## src/rtl/cpu_isa_pkg.sv

```systemverilog
package cpu_isa_pkg;

   // Basic widths
   localparam int WORD_W = 16;
   localparam int REG_W  = 3;
   localparam int OPC_W  = 5;

   // Data, address and instruction word
   typedef logic [WORD_W-1:0] word_t;
   // Register index
   typedef logic [REG_W-1:0]  reg_idx_t;

   // Register count follows the index width
   localparam int NUM_REGS = 2 ** REG_W;

   // Memory geometry, word addressed
   localparam int MEM_WORDS = 256;
   localparam int MEM_AW    = 8;
   typedef logic [MEM_AW-1:0] mem_idx_t;

   // Byte addressing, so one instruction is two bytes
   localparam word_t PC_STEP = 16'd2;

   // Field positions
   localparam int OPC_LSB = 11;
   localparam int RS_LSB  = 8;
   localparam int RT_LSB  = 5;
   localparam int RD_LSB  = 2;

   // Immediate widths per format
   localparam int IMM5_W  = 5;
   localparam int IMM8_W  = 8;
   localparam int IMM11_W = 11;

   // Opcodes in bits 15:11
   typedef enum logic [OPC_W-1:0] {
      OP_HALT = 5'b00000,
      OP_NOP  = 5'b00001,
      OP_J    = 5'b00100,
      OP_ADDI = 5'b01000,
      OP_BEQZ = 5'b01100,
      OP_BNEZ = 5'b01101,
      OP_ST   = 5'b10000,
      OP_LD   = 5'b10001,
      OP_LBI  = 5'b11000,
      OP_ADD  = 5'b11010,
      OP_SUB  = 5'b11011,
      OP_AND  = 5'b11100,
      OP_XOR  = 5'b11101,
      OP_SLT  = 5'b11110
   } opcode_t;

endpackage

```

## src/rtl/cpu_ctrl_pkg.sv

```systemverilog
package cpu_ctrl_pkg;

   import cpu_isa_pkg::*;

   // ALU functions
   typedef enum logic [2:0] {
      ALU_ADD,
      ALU_SUB,
      ALU_AND,
      ALU_XOR,
      ALU_SLT,
      ALU_PASSB
   } alu_fn_t;

   // Write-back source
   typedef enum logic {
      WB_ALU,
      WB_MEM
   } wb_sel_t;

   // Control-flow kind
   typedef enum logic [1:0] {
      BR_NONE,
      BR_EQZ,
      BR_NEZ,
      BR_JUMP
   } br_kind_t;

   // Decoded control for one instruction
   typedef struct packed {
      alu_fn_t  alu_fn;
      logic     use_imm;
      logic     rf_we;
      wb_sel_t  wb_sel;
      logic     mem_we;
      br_kind_t br_kind;
      logic     halt;
   } ctrl_t;

   // Record of the retiring instruction
   typedef struct packed {
      logic     valid;
      word_t    pc;
      logic     rf_we;
      reg_idx_t rd;
      word_t    wd;
      logic     mem_we;
      word_t    mem_addr;
      word_t    mem_wd;
   } commit_t;

   // Instruction memory load port
   typedef struct packed {
      logic     we;
      mem_idx_t addr;
      word_t    data;
   } imem_load_t;

endpackage

```

## src/rtl/instr_decode.sv

```systemverilog
`timescale 1ns/1ns

module instr_decode
   import cpu_isa_pkg::*;
   import cpu_ctrl_pkg::*;
(
   input  word_t    instr,
   output reg_idx_t rs,
   output reg_idx_t rt,
   output reg_idx_t rd_sel,
   output word_t    imm,
   output ctrl_t    ctrl
);

   opcode_t  op;
   reg_idx_t rd;
   word_t    imm5;
   word_t    imm8;
   word_t    imm11;

   assign op = opcode_t'(instr[OPC_LSB +: OPC_W]);

   // Register fields sit at fixed positions in every format
   assign rs = instr[RS_LSB +: REG_W];
   assign rt = instr[RT_LSB +: REG_W];
   assign rd = instr[RD_LSB +: REG_W];

   // Sign-extended immediates
   assign imm5  = {{(WORD_W-IMM5_W){instr[IMM5_W-1]}}, instr[IMM5_W-1:0]};
   assign imm8  = {{(WORD_W-IMM8_W){instr[IMM8_W-1]}}, instr[IMM8_W-1:0]};
   assign imm11 = {{(WORD_W-IMM11_W){instr[IMM11_W-1]}}, instr[IMM11_W-1:0]};

   always_comb begin
      // NOP defaults, also for unknown opcodes
      ctrl         = '0;
      ctrl.alu_fn  = ALU_ADD;
      ctrl.wb_sel  = WB_ALU;
      ctrl.br_kind = BR_NONE;
      rd_sel       = rd;
      imm          = imm5;
      case (op)
         OP_ADD: ctrl.rf_we = 1'b1;
         OP_SUB: begin
            ctrl.rf_we  = 1'b1;
            ctrl.alu_fn = ALU_SUB;
         end
         OP_AND: begin
            ctrl.rf_we  = 1'b1;
            ctrl.alu_fn = ALU_AND;
         end
         OP_XOR: begin
            ctrl.rf_we  = 1'b1;
            ctrl.alu_fn = ALU_XOR;
         end
         OP_SLT: begin
            ctrl.rf_we  = 1'b1;
            ctrl.alu_fn = ALU_SLT;
         end
         // Immediate forms write Rt
         OP_ADDI, OP_LD: begin
            ctrl.rf_we   = 1'b1;
            ctrl.use_imm = 1'b1;
            rd_sel       = rt;
            if (op == OP_LD) begin
               ctrl.wb_sel = WB_MEM;
            end
         end
         OP_ST: begin
            ctrl.use_imm = 1'b1;
            ctrl.mem_we  = 1'b1;
         end
         // LBI loads the 8-bit immediate into Rs
         OP_LBI: begin
            ctrl.rf_we   = 1'b1;
            ctrl.use_imm = 1'b1;
            ctrl.alu_fn  = ALU_PASSB;
            rd_sel       = rs;
            imm          = imm8;
         end
         OP_BEQZ: begin
            ctrl.br_kind = BR_EQZ;
            imm          = imm8;
         end
         OP_BNEZ: begin
            ctrl.br_kind = BR_NEZ;
            imm          = imm8;
         end
         OP_J: begin
            ctrl.br_kind = BR_JUMP;
            imm          = imm11;
         end
         OP_HALT: ctrl.halt = 1'b1;
         default: ;
      endcase
   end

endmodule

```

## config.mk

```make
export PLATFORM = sky130hd
export DESIGN_NAME = instr_decode
export DESIGN_NICKNAME = d
export VERILOG_FILES = /design/src/rtl/cpu_isa_pkg.sv /design/src/rtl/cpu_ctrl_pkg.sv /design/src/rtl/instr_decode.sv
export SDC_FILE = /design/constraint.sdc
export NUM_CORES = 1
export LEC_CHECK = 0
export BUFFER_PORTS_ARGS = -buffer_cell sky130_fd_sc_hd__clkbuf_2
export CAP_MARGIN = 20
export CORE_MARGIN = 10
export CORE_UTILIZATION = 39
export DETAILED_ROUTE_END_ITERATION = 10
export GPL_ROUTABILITY_DRIVEN = 0
export GPL_TIMING_DRIVEN = 0
export PLACE_DENSITY = 0.84
export SYNTH_ARGS = -nofsm -noshare
export SYNTH_HDL_FRONTEND = slang
export SYNTH_SLANG_ARGS = --single-unit
```

## constraint.sdc

```tcl
create_clock -name vclk -period 2.2
set_input_delay 0.44 -clock vclk [all_inputs]
set_output_delay 0.44 -clock vclk [all_outputs]
set_load 0.1 [all_outputs]
```

==> results of run 1 <==
## cell usage after synthesis, types with 3 or more instances
master | instances | share of area
nor2b_1 | 4 | 0.046
buf_4 | 18 | 0.25
nand2_1 | 6 | 0.041
nor3_1 | 3 | 0.027
inv_1 | 5 | 0.034
a221o_1 | 3 | 0.055
a21oi_1 | 5 | 0.046
nor2_1 | 3 | 0.021
o31ai_1 | 3 | 0.041
buf_2 | 3 | 0.027
## cell families after synthesis
| logic type | count (synthesis) | synth area share |
|---|---|---|
| buffers and inverters | 26 | 0.309 |
| and+or+nand+nor | 31 | 0.382 |
| AOI/OAI and AO/OA | 19 | 0.277 |
| xor gates and xnor gates | 2 | 0.0320 |
## through the flow
step / TNS [ps] / hold WS, ps
after detailed placement: -6370 / 1350
after floorplan: -2140 / 1070
after global placement: -5650 / 1350
==> flow_summary.toml, run 1 <==
[run_status]
status = "aborted with a tool error"
failing_step = "4_1_cts"
error = "[ERROR DPL-0038] Utilization greater than 100%, impossible to legalize"

[placed_design]
portBuffers = 49
dp_slack_ps = -535
dp_hpwl_um = 1950
place_inst = 142
placed_area_um2 = 991

[synth]
syn_nets = 94
syn_area_per_cell_um2 = 7.01
synth_cells = 78
netlist_area_um2 = 547
ys_warn_count = 0
synth_cell_types = 32
ys_seq_area_frac = 0

[clock_tree]
cts_hold_buf = 0
cts_setup_buffers = 7
cts_resized = 57

[floorplanning]
dieWidth_um = 57.4
rows = 13
die_h_um = 57.4
initial_core_util = 0.415
io_pins = 51
==> inputs of run 2 (changes only) <==
--- a/config.mk
+++ b/config.mk
@@ -7,12 +7,12 @@
 export LEC_CHECK = 0
 export BUFFER_PORTS_ARGS = -buffer_cell sky130_fd_sc_hd__clkbuf_2
 export CAP_MARGIN = 20
-export CORE_MARGIN = 10
-export CORE_UTILIZATION = 39
+export CORE_AREA = 10 10 71 73
 export DETAILED_ROUTE_END_ITERATION = 10
+export DIE_AREA = 0 0 81 83
 export GPL_ROUTABILITY_DRIVEN = 0
 export GPL_TIMING_DRIVEN = 0
-export PLACE_DENSITY = 0.84
+export PLACE_DENSITY_LB_ADDON = 0.15
 export SYNTH_ARGS = -nofsm -noshare
 export SYNTH_HDL_FRONTEND = slang
 export SYNTH_SLANG_ARGS = --single-unit
==> flow_summary.toml, run 2 <==
[sta]
tightest_slew_ps = 553
fmax_mhz = 442
maxSlewViolCount = 0
min_period_ps = 2260
fin_crit_sh = 1.03
setup_violations = 9
timing.setup.tns_ps = -408
hold_viol_final = 0
whs_ps = 1320
fin_ws_ps = -62.7
slew_headroom = 0.633
rsz0062_at_grt = "yes"

[placed_design]
dp_slack_ps = -557
portBuffers = 49
placed_area_um2 = 1030
place_inst = 175
dp_hpwl_um = 2070

[floorplanning]
rows = 22
dieWidth_um = 81
core-area_um2 = 3630
initial_core_util = 0.150
die_h_um = 83
io_pins = 51
dieArea_um2 = 6720

[final_layout]
seq_area_um2 = 0
multiInputGateArea_um2 = 577
areaGrowthSynthToFinish_pct = 173
nFillCells = 378
drive_gt1_frac = 0.844
fin_util = 0.411
stdcell_count = 189
final_cell_mix = "26 x buf_4, 26 x clkbuf_2, 9 x buf_6, 8 x clkbuf_16"
nNetsFinal = 159
clock_buffers = 0
seq_cells = 0
num_antenna_cells = 0
design_area_um2 = 1490

[critical_path]
crit_arrival_ps = 1820
crit_path_end_kind = "output port"
required_ps = 1760
crit_fanout = 7
path_class = "input pin to output port"
start_kind = "input pin"

[power_and_ir_drop]
ir_worst_vdd_mv = 0.148
p_int_uw = 200
p_total_uw = 597
p_seq_frac = 0
power.switching_uw = 397
swShare = 0.664
leakage_nw = 0.711
p_clk_frac = 0
p_per_area_nw_per_um2 = 400
combPwrFrac = 1.000

[synth]
synth_cells = 78
synth_area_leaders = "buf_4 25%, a221o_1 5.5%, a21oi_1 4.6%"
synth_cell_types = 32
syn_nets = 94
netlist.area_leader.share = 0.247
yosys-top-cells-count = "18 x buf_4, 6 x nand2_1, 5 x a21oi_1, 5 x inv_1, 4 x nor2b_1"
yosysMostFrequentCell = "buf_4"
ys_warn_count = 0
ys_seq_area_frac = 0
netlist_area_um2 = 547
synth_top_area_cell = "buf_4"
syn_area_per_cell_um2 = 7.01

[drt]
antenna_left = 0
wl_per_cell_um = 13.6
first_pass_iters = 4
vias = 772
viasPerCell = 4.08
drc_errors = 0
drtIter0Drc = 24
wirelength_um = 2570

[min_path]
min_to = "imm[8]"
hold_path_depth = 4
hold_class = "input pin to output port"
worstHoldStart = "instr[8]"

[global_routing]
grt_usage = 0.0720
grt_pass1_wl_um = 4160
grt_pass1_vias = 856
grt_max_degree = 11
grt_overflow = 0
antenna_found_initial = 0

[run_status]
violations = "setup timing"
status = "complete, but fails checks"

[job]
drv_cap = 0

[clock_tree]
cts_hold_buf = 0
## run 2: worst max path at each step
stage                   start       to  slack (ps)  depth (start not counted)
finish              instr[15]  imm[13]         -60                          8
global route        instr[15]  imm[13]        -120                          8
CTS                 instr[15]  imm[15]         -70                          8
detailed placement  instr[14]  imm[15]        -560                          8
global placement    instr[14]  imm[15]        -520                          8
floorplan           instr[14]   imm[5]        -510                          4
## run 2: area by class of cell
cell class	count	area share
Timing Repair Buffer	63	0.427
Multi-Input combinational cell	52	0.386
Buffer	21	0.132
Tap cell	48	0.0402
Inverter	5	0.0142
## run 2: critical path, cell delays in order
cell	delay, ps
buf_8	100
buf_12	120
or3b_4	390
nor3_4	270
a21oi_4	110
nand2_8	110
buf_6	100
clkbuf_16	180
## run 2: cell families after synthesis
kind of cell    synth area share
simple gates               0.382
xor+xnor                  0.0320
compound gates             0.277
buf+inv                    0.309
## run 2: routing by layer
layer / track usage / vias to the layer above / part of all wire
li1: - / 385 / -
met1: 0.0894 / 358 / 0.42
met2: 0.125 / 29 / 0.48
met3: 0.0205 / 0 / 0.096
met4: 0 / 0 / 0
met5: 0 / - / 0
## run 2: power groups by stage
| stage | logic [mW] | registers, mW | clock network (mW) |
|---|---|---|---|
| after floorplan | 0.410 | 0 | 0 |
| after global placement | 0.480 | 0 | 0 |
| after detailed placement | 0.481 | 0 | 0 |
| after CTS | 0.580 | 0 | 0 |
| after global routing | 0.619 | 0 | 0 |
| final | 0.597 | 0 | 0 |
## run 2: what timing repair did
action / CTS / global route
gates resized for setup: 57 / 16
endpoints found under the setup margin: 20 / 13
pin swaps: 2 / 9
buffers inserted: 7 / 7
No activity file was read; power rests on OpenSTA's default activity.
==> inputs of run 3 (changes only) <==
--- a/config.mk
+++ b/config.mk
@@ -13,6 +13,7 @@
 export GPL_ROUTABILITY_DRIVEN = 0
 export GPL_TIMING_DRIVEN = 0
 export PLACE_DENSITY_LB_ADDON = 0.15
+export REMOVE_ABC_BUFFERS = 1
 export SYNTH_ARGS = -nofsm -noshare
 export SYNTH_HDL_FRONTEND = slang
 export SYNTH_SLANG_ARGS = --single-unit
==> flow_summary.toml, run 3 (same netlist as run 2, synthesis figures left out) <==
[sta]
whs_ps = 881
fmax_mhz = 469
slew_headroom = 0.632
tightest_slew_ps = 555
fin_crit_sh = 0.968
hold_viol_final = 0
maxSlewViolCount = 0
min_period_ps = 2130
rsz0062_at_grt = "no"
setup_violations = 0

[final_layout]
drive_gt1_frac = 0.590
clock_buffers = 0
design_area_um2 = 1000
seq_area_um2 = 0
fin_util = 0.275
final_common_cell = "clkbuf_2"
nFillCells = 412
nNetsFinal = 123
num_antenna_cells = 0
areaGrowthSynthToFinish_pct = 83.1
final_cell_mix = "24 x clkbuf_2, 8 x clkbuf_16, 5 x inv_1, 5 x nand2_1, 5 x buf_8"
seq_cells = 0
stdcell_count = 153

[floorplanning]
initial_core_util = 0.150
io_pins = 51
dieWidth_um = 81
core-area_um2 = 3630
dieArea_um2 = 6720
die_h_um = 83
rows = 22

[critical_path]
path_class = "input pin to output port"
crit_arrival_ps = 1690
worst-path-buf-inv = 3
slowest_delay_ps = 410
crit_path_top_delay_cell = "or3b_4"
start_kind = "input pin"
crit_path_end_kind = "output port"
required_ps = 1760
crit_fanout = 15
cp_top_family = "simple AND/OR/NAND/NOR gates"
path_cells = "buf_8 > or3b_4 > nor3_4 > buf_4 > a21oi_1 > nand2_1 > clkbuf_16"

[run_status]
status = "complete, no violations"

[min_path]
worstHoldStart = "instr[0]"
min_to = "imm[0]"
hold_path_depth = 0
hold_class = "input pin to output port"

[power_and_ir_drop]
p_clk_frac = 0
leakage_nw = 0.487
p_per_area_nw_per_um2 = 479
p_seq_frac = 0
swShare = 0.731
p_int_uw = 129
combPwrFrac = 1.000
power.switching_uw = 351
ir_worst_vdd_mv = 0.240

[drt]
drtIter0Drc = 36
wl_per_cell_um = 14.6
drc_errors = 0
viasPerCell = 4.23
wirelength_um = 2240
first_pass_iters = 4
vias = 647
antenna_left = 0

[placed_design]
place_inst = 152
placed_area_um2 = 692
portBuffers = 47
dp_hpwl_um = 1760

[global_routing]
grt_max_degree = 16
grt_pass1_vias = 657
antenna_found_initial = 0
grt_usage = 0.0596
grt_overflow = 0
grt_pass1_wl_um = 3450

[job]
drv_cap = 0
run 3: cell types whose count changed in the layout (fill, tap and decap cells not counted), sizes merged:
cell	before	now
buf	43	11
clkbuf	41	37
run 3: repair_timing:
item | in CTS | in global routing
hold buffers | 0 | 0
gates resized for setup | 50 | 18
setup endpoints to repair | 20 | 18
setup buffers | 1 | 0
pin swaps | 3 | 3
run 3: through the flow:
stage          setup slack, ps  setup TNS (ps)  total power, mW
3_5_place_dp              -366           -5000            0.393
3_3_place_gp              -350           -4820            0.392
5_1_grt                   4.45               0            0.497
6_report                  69.8               0            0.479
4_1_cts                   3.14               0            0.468
2_1_floorplan            -3040          -28160            0.250
run 3: worst max path at each step:
| stage | from | depth (start not counted) | to |
|---|---|---|---|
| after floorplan | instr[15] | 4 | imm[10] |
| final | instr[13] | 7 | imm[9] |
| after global placement | instr[11] | 6 | rd_sel[2] |
| after global routing | instr[11] | 6 | rd_sel[1] |
| after CTS | instr[11] | 6 | imm[6] |
| after detailed placement | instr[13] | 6 | imm[10] |
run 3: area by class of cell:
cell class / count / area, um2 / share of cell area
inverters: 5 / 18.8 / 0.0188
multi-input cells: 52 / 433 / 0.432
well taps: 48 / 60.1 / 0.0600
repair buffers: 48 / 489 / 0.489
run 3: power groups by stage:
stage                     Sequential (mW)  Combinational [mW]  Clock, mW
final                                   0               0.479          0
after global routing                    0               0.497          0
after CTS                               0               0.468          0
after detailed placement                0               0.393          0
after global placement                  0               0.392          0
after floorplan                         0               0.250          0
run 3: routing by layer:
layer	up-vias	global-route usage	part of all wire
met4	0	0	0
met1	286	0.0890	0.51
met5	-	0	0
met2	44	0.0771	0.35
met3	0	0.0302	0.14
li1	317	-	-
==> inputs of run 4 (changes only) <==
--- a/config.mk
+++ b/config.mk
@@ -5,6 +5,7 @@
 export SDC_FILE = /design/constraint.sdc
 export NUM_CORES = 1
 export LEC_CHECK = 0
+export ABC_AREA = 1
 export BUFFER_PORTS_ARGS = -buffer_cell sky130_fd_sc_hd__clkbuf_2
 export CAP_MARGIN = 20
 export CORE_AREA = 10 10 71 73
==> flow_summary.toml, run 4 <==
[critical_path]
worstSetupStartpoint = "instr[12]"
path_class = "input pin to output port"
worst-path-buf-inv = 2
slowest_delay_ps = 340
required_ps = 1760
cp_top_family = "simple AND/OR/NAND/NOR gates"
crit_fanout = 7
crit_arrival_ps = 1630
crit_path_end_kind = "output port"
start_kind = "input pin"
cp_common_cell = "nand3_1"
crit_path_top_delay_cell = "clkbuf_4"
path_cells = "clkbuf_2 > nor2_4 > nand3_2 > nand3_1 > nand2_1 > nand3_1 > clkbuf_4"

[final_layout]
multiInputGateArea_um2 = 292
drive_gt1_frac = 0.523
stdcell_count = 157
num_antenna_cells = 0
seq_area_um2 = 0
final_common_cell = "clkbuf_2"
nNetsFinal = 127
design_area_um2 = 693
clock_buffers = 0
final_cell_mix = "30 x clkbuf_2, 21 x nand2_1, 15 x nand3_1, 11 x clkbuf_4, 7 x inv_1"
seq_cells = 0
areaGrowthSynthToFinish_pct = 63.4
nFillCells = 435
fin_util = 0.191

[drt]
antenna_left = 0
drtIter0Drc = 35
drc_errors = 0
vias = 593
first_pass_iters = 4
wirelength_um = 2010
wl_per_cell_um = 12.8
viasPerCell = 3.78

[placed_design]
dp_slack_ps = -122
place_inst = 157
dp_hpwl_um = 1810
portBuffers = 47
placed_area_um2 = 599

[global_routing]
grt_max_degree = 8
grt_pass1_wl_um = 3260
grt_overflow = 0
grt_usage = 0.0575
antenna_found_initial = 0
grt_pass1_vias = 611

[sta]
hold_viol_final = 0
fin_crit_sh = 0.940
min_period_ps = 2070
whs_ps = 881
tightest_slew_ps = 552
slew_headroom = 0.634
setup_violations = 0
fmax_mhz = 483
maxSlewViolCount = 0
fin_ws_ps = 132
timing.setup.tns_ps = 0

[synth]
synth_area_leaders = "buf_4 28%, nand3_1 19%, nand2_1 19%"
yosys-top-cells-count = "21 x nand2_1, 16 x buf_4, 16 x nand3_1"
synth_top_area_cell = "buf_4"
syn_area_per_cell_um2 = 5.44
netlist.area_leader.share = 0.283
ys_seq_area_frac = 0
synth_cell_types = 16
ys_warn_count = 0
synth_cells = 78
yosysMostFrequentCell = "nand2_1"
netlist_area_um2 = 424

[power_and_ir_drop]
p_total_uw = 410
leakage_nw = 0.408
p_per_area_nw_per_um2 = 591
ir_worst_vdd_mv = 0.203

[floorplanning]
io_pins = 51
initial_core_util = 0.117
rows = 22
die_h_um = 83
dieWidth_um = 81
dieArea_um2 = 6720
core-area_um2 = 3630

[min_path]
worstHoldStart = "instr[0]"
hold_class = "input pin to output port"

[job]
drv_cap = 0

[run_status]
status = "complete, no violations"
run 4: where the power goes:
| part | internal (mW) | switching, mW | total, mW |
|---|---|---|---|
| combinational | 0.0701 | 0.340 | 0.410 |
| sequential | 0 | 0 | 0 |
| clock | 0 | 0 | 0 |
run 4: path summary, 6_finish.rpt:
check | end | slack, ps | depth (start not counted)
setup / recovery | imm[8] | 130 | 7
hold / removal | imm[0] | 880 | 0
run 4: cell type report:
type                       count  area share
inverter                       8      0.0433
multi-input combinational     54       0.421
tap                           48      0.0866
timing repair buffer          47       0.449
run 4: metal layers:
metal,part of all wire,GRT usage
met2,0.57,0.117
met3,0.032,0.00754
met4,0,0
met5,0,0
met1,0.40,0.0615
run 4: kinds of logic (layout without fill, tap and decap cells):
group | count (synthesis) | after routing | share of synthesized area
AND/OR/NAND/NOR | 49 | 49 | 0.572
AO/OA/AOI/OAI | 5 | 5 | 0.0737
buffers and inverters | 24 | 55 | 0.354
run 4: repair_timing:
action	CTS	global route
gates cloned	0	0
resized for setup	11	31
endpoints found under the setup margin	11	16
setup buffers	0	0
hold buffers	0	0
